--- config.mk ---
export PLATFORM = sky130hd
export DESIGN_NAME = vset_unit
export DESIGN_NICKNAME = d
export VERILOG_FILES = /design/src/vset_pkg.sv /design/src/vtype_decode.sv /design/src/vl_select.sv /design/src/vset_queue.sv /design/src/vset_unit.sv
export SDC_FILE = /design/constraint.sdc
export NUM_CORES = 1
export LEC_CHECK = 0
export BUFFER_PORTS_ARGS = -buffer_cell sky130_fd_sc_hd__clkbuf_2
export CORE_AREA = 2 2 231 256
export DETAILED_ROUTE_END_ITERATION = 10
export DIE_AREA = 0 0 233 258
export PLACE_DENSITY = 0.41
export SLEW_MARGIN = 5
export SYNTH_ARGS = -nofsm -noshare
export SYNTH_HDL_FRONTEND = slang
export SYNTH_SLANG_ARGS = --single-unit
--- constraint.sdc ---
create_clock -name clk_i -period 4.9 [get_ports clk_i]
set_clock_uncertainty 0.1 [all_clocks]
set_input_delay 0.245 -clock clk_i [delete_from_list [all_inputs] [get_ports clk_i]]
set_output_delay 0.245 -clock clk_i [all_outputs]
set_load 0.02 [all_outputs]
--- src/vset_pkg.sv ---
//##################################################
// Shared sizes, vtype field positions and the AVL
// mode type of the vector configuration unit.
// Every stage imports it; compile it first.
//##################################################
`default_nettype none

package vset_pkg;

    // vector register file geometry
    localparam int VLEN       = 512;            // bits per vector register
    localparam int VLEN_BYTES = VLEN / 8;       // VLMAX at SEW 8, LMUL 1
    localparam int VL_W       = 7;              // holds 0..VLEN_BYTES

    // speculative configuration queue
    localparam int VSET_QUEUE_DEPTH = 8;
    localparam int VSET_IDX_W       = $clog2(VSET_QUEUE_DEPTH);
    localparam int PIPE_SLOTS       = 2;        // decode + vl select can hold a request

    // request payload widths
    localparam int VTYPE_W = 11;
    localparam int AVL_W   = 64;

    // vtype field positions
    localparam int VTYPE_VLMUL_LSB = 0;         // bits 2:0
    localparam int VTYPE_VSEW_LSB  = 3;         // bits 5:3
    localparam int VTYPE_VTA_BIT   = 6;
    localparam int VTYPE_VMA_BIT   = 7;
    localparam int VTYPE_RSVD_LSB  = 8;         // bits 10:8, must be zero

    // how the new vl is sourced
    typedef enum logic [1:0] {
        AVL_VALUE = 2'd0,                       // take the avl operand
        AVL_KEEP  = 2'd1,                       // rs1 = rd = x0, keep current vl
        AVL_MAX   = 2'd2                        // rs1 = x0, rd != x0, vl = VLMAX
    } avl_mode_e;

endpackage

`default_nettype wire

--- src/vtype_decode.sv ---
//##################################################
// Stage 1 of the vset pipeline. Takes a request on
// the valid/ready handshake, checks vtype legality
// and computes VLMAX from SEW and fractional LMUL.
//##################################################
`timescale 1ns/1ps
`default_nettype none

module vtype_decode (
    input  logic                           clk_i,
    input  logic                           reset_i,
    input  logic                           req_valid_i,
    input  logic                           req_ready_i,   // from queue back-pressure
    input  logic [vset_pkg::VTYPE_W-1:0]   vtype_i,
    input  logic [vset_pkg::AVL_W-1:0]     avl_i,
    input  vset_pkg::avl_mode_e            avl_mode_i,
    input  logic                           flush_i,       // any recovery
    output logic                           s1_valid_o,
    output logic                           s1_vill_o,
    output logic [2:0]                     s1_vsew_o,
    output logic [2:0]                     s1_vlmul_o,
    output logic                           s1_vta_o,
    output logic                           s1_vma_o,
    output logic [vset_pkg::VL_W-1:0]      s1_vlmax_o,
    output logic [vset_pkg::AVL_W-1:0]     s1_avl_o,
    output vset_pkg::avl_mode_e            s1_mode_o
);
    import vset_pkg::*;

    logic [2:0]      vsew;
    logic [2:0]      vlmul;
    logic            vill;
    logic            take;
    logic [VL_W-1:0] vlmax_lmul1;
    logic [VL_W-1:0] vlmax;

    assign take  = req_valid_i && req_ready_i;
    assign vsew  = vtype_i[VTYPE_VSEW_LSB +: 3];
    assign vlmul = vtype_i[VTYPE_VLMUL_LSB +: 3];

    // only LMUL 1 or fractional, SEW up to 64
    assign vill = (vtype_i[VTYPE_W-1:VTYPE_RSVD_LSB] != '0)   // reserved bits
               || vsew[2]                                     // SEW above 64
               || ((vlmul != 3'b000) && !vlmul[2])            // LMUL 2, 4, 8
               || (vlmul == 3'b100)                           // reserved encoding
               || (vlmul[2] && (vlmul[1:0] <= vsew[1:0]));    // fraction too small

    assign vlmax_lmul1 = VL_W'(VLEN_BYTES) >> vsew;

    always_comb begin
        case (vlmul)
            3'b101:  vlmax = vlmax_lmul1 >> 3;   // mf8
            3'b110:  vlmax = vlmax_lmul1 >> 2;   // mf4
            3'b111:  vlmax = vlmax_lmul1 >> 1;   // mf2
            default: vlmax = vlmax_lmul1;
        endcase
    end

    always_ff @(posedge clk_i) begin
        if (reset_i || flush_i) begin
            s1_valid_o <= 1'b0;                  // recovery drops the request
        end else begin
            s1_valid_o <= take;
        end
    end

    // payload loads only on a handshake
    always_ff @(posedge clk_i) begin
        if (take) begin
            s1_vill_o  <= vill;
            s1_vsew_o  <= vill ? 3'b000 : vsew;
            s1_vlmul_o <= vill ? 3'b000 : vlmul;
            s1_vta_o   <= vill ? 1'b0 : vtype_i[VTYPE_VTA_BIT];
            s1_vma_o   <= vill ? 1'b0 : vtype_i[VTYPE_VMA_BIT];
            s1_vlmax_o <= vill ? '0 : vlmax;
            s1_avl_o   <= avl_i;
            s1_mode_o  <= avl_mode_i;
        end
    end

endmodule

`default_nettype wire

--- src/vl_select.sv ---
//##################################################
// Stage 2 of the vset pipeline. Picks the new vl
// from AVL mode and VLMAX, sets the narrow/wide
// enable, and tracks the youngest vl for keep mode.
//##################################################
`timescale 1ns/1ps
`default_nettype none

module vl_select (
    input  logic                           clk_i,
    input  logic                           reset_i,
    input  logic                           s1_valid_i,
    input  logic                           s1_vill_i,
    input  logic [2:0]                     s1_vsew_i,
    input  logic [2:0]                     s1_vlmul_i,
    input  logic                           s1_vta_i,
    input  logic                           s1_vma_i,
    input  logic [vset_pkg::VL_W-1:0]      s1_vlmax_i,
    input  logic [vset_pkg::AVL_W-1:0]     s1_avl_i,
    input  vset_pkg::avl_mode_e            s1_mode_i,
    input  logic                           flush_i,
    input  logic [vset_pkg::VL_W-1:0]      restore_vl_i,  // vl left after recovery
    output logic                           s2_valid_o,
    output logic                           s2_vill_o,
    output logic [2:0]                     s2_vsew_o,
    output logic [2:0]                     s2_vlmul_o,
    output logic                           s2_vta_o,
    output logic                           s2_vma_o,
    output logic [vset_pkg::VL_W-1:0]      s2_vlmax_o,
    output logic [vset_pkg::VL_W-1:0]      s2_vl_o,
    output logic                           s2_narrow_wide_o
);
    import vset_pkg::*;

    logic [VL_W-1:0]  youngest_vl_q;            // vl of the newest request seen
    logic [VL_W-1:0]  vl_d;
    logic [AVL_W-1:0] vlmax_ext;
    logic [AVL_W-1:0] avl_half;
    logic             narrow_wide_d;

    assign vlmax_ext = AVL_W'(s1_vlmax_i);
    assign avl_half  = (s1_avl_i >> 1) + AVL_W'(s1_avl_i[0]);   // ceil(avl / 2)

    always_comb begin
        if (s1_vill_i) begin
            vl_d = '0;
        end else if (s1_mode_i == AVL_KEEP) begin
            vl_d = youngest_vl_q;
        end else if (s1_mode_i == AVL_MAX) begin
            vl_d = s1_vlmax_i;
        end else if (s1_avl_i <= vlmax_ext) begin
            vl_d = s1_avl_i[VL_W-1:0];
        end else if (s1_avl_i <= (vlmax_ext << 1)) begin
            vl_d = avl_half[VL_W-1:0];           // at most VLMAX, fits
        end else begin
            vl_d = s1_vlmax_i;
        end
    end

    assign narrow_wide_d = s1_vlmul_i[2] || (vl_d <= (s1_vlmax_i >> 1));

    always_ff @(posedge clk_i) begin
        if (reset_i) begin
            youngest_vl_q <= '0;                 // committed config after reset has vl 0
        end else if (flush_i) begin
            youngest_vl_q <= restore_vl_i;
        end else if (s1_valid_i) begin
            youngest_vl_q <= vl_d;
        end
    end

    always_ff @(posedge clk_i) begin
        if (reset_i || flush_i) begin
            s2_valid_o <= 1'b0;
        end else begin
            s2_valid_o <= s1_valid_i;
        end
    end

    always_ff @(posedge clk_i) begin
        if (s1_valid_i) begin
            s2_vill_o        <= s1_vill_i;
            s2_vsew_o        <= s1_vsew_i;
            s2_vlmul_o       <= s1_vlmul_i;
            s2_vta_o         <= s1_vta_i;
            s2_vma_o         <= s1_vma_i;
            s2_vlmax_o       <= s1_vlmax_i;
            s2_vl_o          <= vl_d;
            s2_narrow_wide_o <= narrow_wide_d;
        end
    end

endmodule

`default_nettype wire

--- src/vset_queue.sv ---
//##################################################
// Stage 3. Circular queue of speculative vector
// configurations. Commit retires the oldest entry;
// recoveries rewind the tail and flush stages 1-2.
// Drives request back-pressure for the pipeline.
//##################################################
`timescale 1ns/1ps
`default_nettype none

module vset_queue (
    input  logic                             clk_i,
    input  logic                             reset_i,
    input  logic                             s2_valid_i,
    input  logic                             s2_vill_i,
    input  logic [2:0]                       s2_vsew_i,
    input  logic [2:0]                       s2_vlmul_i,
    input  logic                             s2_vta_i,
    input  logic                             s2_vma_i,
    input  logic [vset_pkg::VL_W-1:0]        s2_vlmax_i,
    input  logic [vset_pkg::VL_W-1:0]        s2_vl_i,
    input  logic                             s2_narrow_wide_i,
    input  logic                             s1_valid_i,    // in-flight count only
    input  logic                             commit_i,
    input  logic                             recover_commit_i,
    input  logic                             recover_mispredict_i,
    input  logic [vset_pkg::VSET_IDX_W-1:0]  mispredict_index_i,
    output logic                             req_ready_o,
    output logic                             flush_o,
    output logic [vset_pkg::VL_W-1:0]        restore_vl_o,
    output logic [vset_pkg::VL_W-1:0]        vl_o,
    output logic [vset_pkg::VL_W-1:0]        vlmax_o,
    output logic [2:0]                       vsew_o,
    output logic [2:0]                       vlmul_o,
    output logic                             vta_o,
    output logic                             vma_o,
    output logic                             vill_o,
    output logic                             narrow_wide_o,
    output logic [vset_pkg::VSET_IDX_W-1:0]  cfg_index_o,
    output logic                             full_o
);
    import vset_pkg::*;

    localparam int CNT_W = VSET_IDX_W + 1;
    localparam int OCC_W = $clog2(VSET_QUEUE_DEPTH + PIPE_SLOTS + 1);
    // entry = {vill, vsew, vlmul, vta, vma, vlmax, vl, narrow_wide}
    localparam int ENT_W = 10 + 2 * VL_W;

    logic [ENT_W-1:0]      mem_q [VSET_QUEUE_DEPTH];
    logic [ENT_W-1:0]      committed_q;          // last retired configuration
    logic [ENT_W-1:0]      wr_entry;
    logic [ENT_W-1:0]      cur_entry;
    logic [ENT_W-1:0]      rest_entry;
    logic [VSET_IDX_W-1:0] head_q, head_d;
    logic [VSET_IDX_W-1:0] tail_q, tail_d;
    logic [VSET_IDX_W-1:0] last_idx;
    logic [VSET_IDX_W-1:0] keep_span;
    logic [CNT_W-1:0]      count_q, count_d;
    logic [OCC_W-1:0]      occupancy;
    logic                  commit_eff;
    logic                  wr_en;

    assign flush_o    = recover_commit_i || recover_mispredict_i;
    assign commit_eff = commit_i && (count_q != '0);   // stray commit ignored
    assign wr_en      = s2_valid_i && !flush_o;        // recovery wins over a write
    assign last_idx   = tail_q - VSET_IDX_W'(1);
    assign keep_span  = mispredict_index_i - head_q;

    assign wr_entry = {s2_vill_i, s2_vsew_i, s2_vlmul_i, s2_vta_i, s2_vma_i,
                       s2_vlmax_i, s2_vl_i, s2_narrow_wide_i};

    // queued entries plus requests still in stages 1 and 2
    assign occupancy   = OCC_W'(count_q) + OCC_W'(s1_valid_i) + OCC_W'(s2_valid_i);
    assign req_ready_o = occupancy < OCC_W'(VSET_QUEUE_DEPTH);
    assign full_o      = count_q == CNT_W'(VSET_QUEUE_DEPTH);

    always_comb begin
        head_d  = commit_eff ? head_q + VSET_IDX_W'(1) : head_q;
        tail_d  = tail_q;
        count_d = count_q - CNT_W'(commit_eff);
        if (recover_commit_i) begin
            tail_d  = head_d;                    // nothing speculative survives
            count_d = '0;
        end else if (recover_mispredict_i) begin
            tail_d  = mispredict_index_i + VSET_IDX_W'(1);
            count_d = CNT_W'(keep_span) + CNT_W'(1) - CNT_W'(commit_eff);
        end else if (s2_valid_i) begin
            tail_d  = tail_q + VSET_IDX_W'(1);
            count_d = count_d + CNT_W'(1);
        end
    end

    always_ff @(posedge clk_i) begin
        if (reset_i) begin
            head_q      <= '0;
            tail_q      <= '0;
            count_q     <= '0;
            committed_q <= {1'b1, {(ENT_W-1){1'b0}}};   // vill, vl 0
        end else begin
            head_q  <= head_d;
            tail_q  <= tail_d;
            count_q <= count_d;
            if (commit_eff) begin
                committed_q <= mem_q[head_q];
            end
        end
    end

    always_ff @(posedge clk_i) begin
        if (wr_en) begin
            mem_q[tail_q] <= wr_entry;
        end
    end

    // config the pipeline resumes from after a recovery
    always_comb begin
        if (recover_commit_i) begin
            rest_entry = commit_eff ? mem_q[head_q] : committed_q;
        end else begin
            rest_entry = mem_q[mispredict_index_i];
        end
    end
    assign restore_vl_o = rest_entry[VL_W:1];    // vl field

    // youngest entry, committed config when empty
    assign cur_entry   = (count_q == '0) ? committed_q : mem_q[last_idx];
    assign cfg_index_o = last_idx;
    assign {vill_o, vsew_o, vlmul_o, vta_o, vma_o, vlmax_o, vl_o, narrow_wide_o} = cur_entry;

endmodule

`default_nettype wire

--- src/vset_unit.sv ---
//##################################################
// Vector configuration unit top. Chains vtype
// decode, vl selection and the speculative queue;
// a request's config shows up 3 edges after accept.
//##################################################
`timescale 1ns/1ps
`default_nettype none

module vset_unit (
    input  logic                             clk_i,
    input  logic                             reset_i,
    input  logic                             req_valid_i,
    input  logic [vset_pkg::VTYPE_W-1:0]     vtype_i,
    input  logic [vset_pkg::AVL_W-1:0]       avl_i,
    input  vset_pkg::avl_mode_e              avl_mode_i,
    input  logic                             commit_i,
    input  logic                             recover_commit_i,
    input  logic                             recover_mispredict_i,
    input  logic [vset_pkg::VSET_IDX_W-1:0]  mispredict_index_i,
    output logic                             req_ready_o,
    output logic [vset_pkg::VL_W-1:0]        vl_o,
    output logic [vset_pkg::VL_W-1:0]        vlmax_o,
    output logic [2:0]                       vsew_o,
    output logic [2:0]                       vlmul_o,
    output logic                             vta_o,
    output logic                             vma_o,
    output logic                             vill_o,
    output logic                             narrow_wide_o,
    output logic [vset_pkg::VSET_IDX_W-1:0]  cfg_index_o,
    output logic                             full_o
);
    import vset_pkg::*;

    logic             s1_valid, s1_vill, s1_vta, s1_vma;
    logic [2:0]       s1_vsew, s1_vlmul;
    logic [VL_W-1:0]  s1_vlmax;
    logic [AVL_W-1:0] s1_avl;
    avl_mode_e        s1_mode;
    logic             s2_valid, s2_vill, s2_vta, s2_vma, s2_narrow_wide;
    logic [2:0]       s2_vsew, s2_vlmul;
    logic [VL_W-1:0]  s2_vlmax, s2_vl;
    logic             flush;                     // recovery strobe from the queue
    logic [VL_W-1:0]  restore_vl;

    vtype_decode u_decode (
        .clk_i(clk_i), .reset_i(reset_i),
        .req_valid_i(req_valid_i), .req_ready_i(req_ready_o),
        .vtype_i(vtype_i), .avl_i(avl_i), .avl_mode_i(avl_mode_i), .flush_i(flush),
        .s1_valid_o(s1_valid), .s1_vill_o(s1_vill), .s1_vsew_o(s1_vsew),
        .s1_vlmul_o(s1_vlmul), .s1_vta_o(s1_vta), .s1_vma_o(s1_vma),
        .s1_vlmax_o(s1_vlmax), .s1_avl_o(s1_avl), .s1_mode_o(s1_mode)
    );

    vl_select u_select (
        .clk_i(clk_i), .reset_i(reset_i),
        .s1_valid_i(s1_valid), .s1_vill_i(s1_vill), .s1_vsew_i(s1_vsew),
        .s1_vlmul_i(s1_vlmul), .s1_vta_i(s1_vta), .s1_vma_i(s1_vma),
        .s1_vlmax_i(s1_vlmax), .s1_avl_i(s1_avl), .s1_mode_i(s1_mode),
        .flush_i(flush), .restore_vl_i(restore_vl),
        .s2_valid_o(s2_valid), .s2_vill_o(s2_vill), .s2_vsew_o(s2_vsew),
        .s2_vlmul_o(s2_vlmul), .s2_vta_o(s2_vta), .s2_vma_o(s2_vma),
        .s2_vlmax_o(s2_vlmax), .s2_vl_o(s2_vl), .s2_narrow_wide_o(s2_narrow_wide)
    );

    vset_queue u_queue (
        .clk_i(clk_i), .reset_i(reset_i),
        .s2_valid_i(s2_valid), .s2_vill_i(s2_vill), .s2_vsew_i(s2_vsew),
        .s2_vlmul_i(s2_vlmul), .s2_vta_i(s2_vta), .s2_vma_i(s2_vma),
        .s2_vlmax_i(s2_vlmax), .s2_vl_i(s2_vl), .s2_narrow_wide_i(s2_narrow_wide),
        .s1_valid_i(s1_valid), .commit_i(commit_i),
        .recover_commit_i(recover_commit_i), .recover_mispredict_i(recover_mispredict_i),
        .mispredict_index_i(mispredict_index_i),
        .req_ready_o(req_ready_o), .flush_o(flush), .restore_vl_o(restore_vl),
        .vl_o(vl_o), .vlmax_o(vlmax_o), .vsew_o(vsew_o), .vlmul_o(vlmul_o),
        .vta_o(vta_o), .vma_o(vma_o), .vill_o(vill_o), .narrow_wide_o(narrow_wide_o),
        .cfg_index_o(cfg_index_o), .full_o(full_o)
    );

endmodule

`default_nettype wire

==> flow_metrics.env <==
export IMPL_ys_seq_area_share_pct=61.5
export IMPL_hold_viol=0
export IMPL_die_area_um2=60100
export IMPL_grtUsageTotal_pct=15.1
export IMPL_cp_startpoint="u_decode.s1_avl_o[31]$_DFFE_PP_"
export IMPL_avgSynthCellArea_um2=14.9
export IMPL_end_kind="register"
export IMPL_max_slew_margin_rel_pct=32.5
export IMPL_syn2layout_area_growth_pct=20.9
export IMPL_place_area_um2=17500
export IMPL_hpwlAfterDp_mm=28.3
export IMPL_grt_pass1_vias=10493
export IMPL_syn_num_nets=1190
export IMPL_wl_per_cell_um=21.9
export IMPL_ys_flop_type="edfxtp_1"
export IMPL_whs_ns=0.0543
export IMPL_r2r_end="u_select.s2_narrow_wide_o$_DFFE_PP_"
export IMPL_synth_async_reset_ratio_pct=0
export IMPL_finalWorstSetupSlack_ns=0.749
export IMPL_die_w_um=233
export IMPL_gp_congestion=0.788
export IMPL_hold_end="u_decode.s1_vlmul_o[1]$_SDFFCE_PP0P_"
export IMPL_yosysWarnings=0
export IMPL_power_density_nw_per_um2=360
export IMPL_rsz0062_at_grt="false"
export IMPL_drt_iter0_markers=571
export IMPL_design_area_um2=19300
export IMPL_post_cts_buffers=0
export IMPL_drc=0
export IMPL_grt_overflow=0
export IMPL_worstHoldStart="vtype_i[1]"
export IMPL_report_final_slew_viol_count=0
export IMPL_synthCells=1068
export IMPL_yosysMostFrequentCell="edfxtp_1"
export IMPL_grt_pass1_wl_mm=67.3
export IMPL_antenna_found_initial=0
export IMPL_cts_tree="yes"
export IMPL_min_delay_path_depth=2
export IMPL_vias=9876
export IMPL_arrival_ns=4.48
export IMPL_tightest_slew_ns=1.01
export IMPL_hold_class="in2reg"
export IMPL_fin_util_pct=33.4
export IMPL_synth_edf_count=298
export IMPL_synth_area_leader_cell="edfxtp_1"
export IMPL_yosys_top_cells_count="edfxtp_1 (298), mux4_2 (104), nand2_1 (89)"
export IMPL_leakagePower_nw=6.46
export IMPL_synthTopCellsByArea="edfxtp_1 (56%), mux4_2 (15%), dfxtp_1 (5.4%)"
export IMPL_cts_root_buf="clkbuf_16"
export IMPL_htreeDepth=2
export IMPL_fmax_ghz=0.241
export IMPL_layout_nets=1378
export IMPL_rows=93
export IMPL_die_h_um=258
export IMPL_period_share_pct=84.7
export IMPL_outcome="finished clean"
export IMPL_finalSetupTns_ns=0
export IMPL_portBuffers=114
export IMPL_core_um2=57800
export IMPL_yosysUniqueCellTypes=59
export IMPL_cts_sinks=341
export IMPL_maxCapViolations=0
export IMPL_synth_seq_cells=341
export IMPL_worstPathRequired_ns=5.23
export IMPL_synth_top_area_share_pct=56.1
export IMPL_r2r_start="u_decode.s1_avl_o[31]$_DFFE_PP_"
export IMPL_min_period_ns=4.15
export IMPL_cts_max_path_buffers=3
export IMPL_setup_viol=0
export IMPL_reg2regPathDepth=15
export IMPL_pre_cts_ws_ns=0.740
export IMPL_floorplan_initialDensity_pct=27.6
export IMPL_critical_path_max_fanout=10
export IMPL_insertedDiodeCount=0
export IMPL_first_pass_iters=4
export IMPL_drive_gt1_share_pct=24.5
export IMPL_wirelength_mm=44.8
export IMPL_clock_latency_ns=0.56
export IMPL_reg2reg_slack_ns=0.75
export IMPL_io_pins=115
export IMPL_drt_vias_per_instance=4.83
export IMPL_cts_buffers_inserted=38
export IMPL_ant_nets=0
export IMPL_grt_max_degree=64
export IMPL_vdd_ir_drop_worst_mv=0.265
export IMPL_synthesis_area_um2=16000
export IMPL_path_class="reg2reg"
export IMPL_startpoint_type="register"
export IMPL_cts_clk_slew_worst_paths_ns=0.06
critical path, stage by stage, from the launching register on:
cell and delay [ns]:
edfxtp_1 0.37, nor4_1 0.36, nand4_1 0.18, or4_1 0.77, or2_1 0.44, mux2i_4 0.24
o22ai_1 0.16, o21a_1 0.19, ha_1 0.25, nor2b_1 0.14, o21a_1 0.16, o21a_1 0.15
o21ai_0 0.14, nand2b_1 0.07, a21oi_1 0.15, o32a_1 0.15
what timing repair did:
action,in CTS,in global routing
resized for setup,0,0
hold endpoints to repair,70,0
hold buffers,70,0
flip-flops by register name (all words and copies together), names as in the netlist, 3 cells and up, named ones only:
name and flops:
u_decode.s1_avl_o 64, u_decode.s1_vlmax_o 7, u_decode.s1_vlmul_o 3, u_decode.s1_vsew_o 3, u_queue.committed_q 23, u_queue.count_q 4
u_queue.head_q 3, u_queue.mem_q 192, u_queue.tail_q 3, u_select.s2_vl_o 7, u_select.s2_vlmax_o 7, u_select.s2_vlmul_o 3
u_select.s2_vsew_o 3, u_select.youngest_vl_q 7
cell type report:
type,count,area (µm²)
fill,5604,38500
clock inverter,14,100
tap,760,951
clock buffer,53,1020
sequential,341,9820
timing repair buffer,211,1470
multi-input combinational,635,5820
inverter,29,109
routing by layer:
layer  wire (µm)  share of wire (%)  GRT usage, %  vias up
li1            -                  -             -     4613
met1       18800                 42          18.8     4960
met2       23200                 52          27.0      249
met3        1900                4.2          2.61       54
met4         904                2.0          4.02        0
met5           0                  0             0        -
worst max path at each step:
stage	endpoint	slack, ns	cells after the start
final	u_select.s2_narrow_wide_o$_DFFE_PP_	0.75	15
after global routing	u_select.s2_narrow_wide_o$_DFFE_PP_	0.45	15
after CTS	u_select.s2_narrow_wide_o$_DFFE_PP_	0.72	15
after detailed placement	u_select.s2_narrow_wide_o$_DFFE_PP_	0.74	15
after global placement	u_select.s2_narrow_wide_o$_DFFE_PP_	0.83	15
after floorplan	u_decode.s1_avl_o[0]$_DFFE_PP_	0.91	4
through the flow:
| stage | instances | power (mW) |
|---|---|---|
| 3_5_place_dp | 1906 | 4.36 |
| 4_1_cts | 2043 | 7.06 |
| 6_report | 2043 | 6.94 |
| 3_3_place_gp | 1906 | 4.35 |
| 2_1_floorplan | 1068 | 4.00 |
| 5_1_grt | 2043 | 7.25 |
where the power goes:
group	total (mW)	internal [mW]	switching (mW)
registers	3.31	3.22	0.0824
clock network	2.63	1.46	1.17
logic	1.01	0.433	0.575
cells by family (layout without fill, tap and decap cells):
kind of cell	after synthesis	in the layout	share of synthesized area [%]
flops	341	341	61.5
simple gates	258	258	7.69
compound gates	175	175	7.11
mux	148	148	17.5
buf+inv	92	307	2.35
fa+ha+maj	37	37	2.93
xor+xnor	16	16	0.878
other cells	1	1	0.0235
placed cells by master (no fill, tap or decap), drive strengths merged, types with 8 or more instances in the layout:
master / count
a211oi: 11
a21oi: 43
a22oi: 16
a311oi: 19
and2: 8
buf: 27
clkbuf: 167
clkinv: 13
dfxtp: 43
dlygate4sd3: 70
edfxtp: 298
ha: 35
inv: 29
mux2i: 43
mux4: 104
nand2: 89
nand2b: 10
nand3: 16
nor2: 63
nor2b: 11
nor3: 16
nor4: 18
o21a: 8
o21ai: 48
xnor2: 11
(Power assumes the default switching activity.)
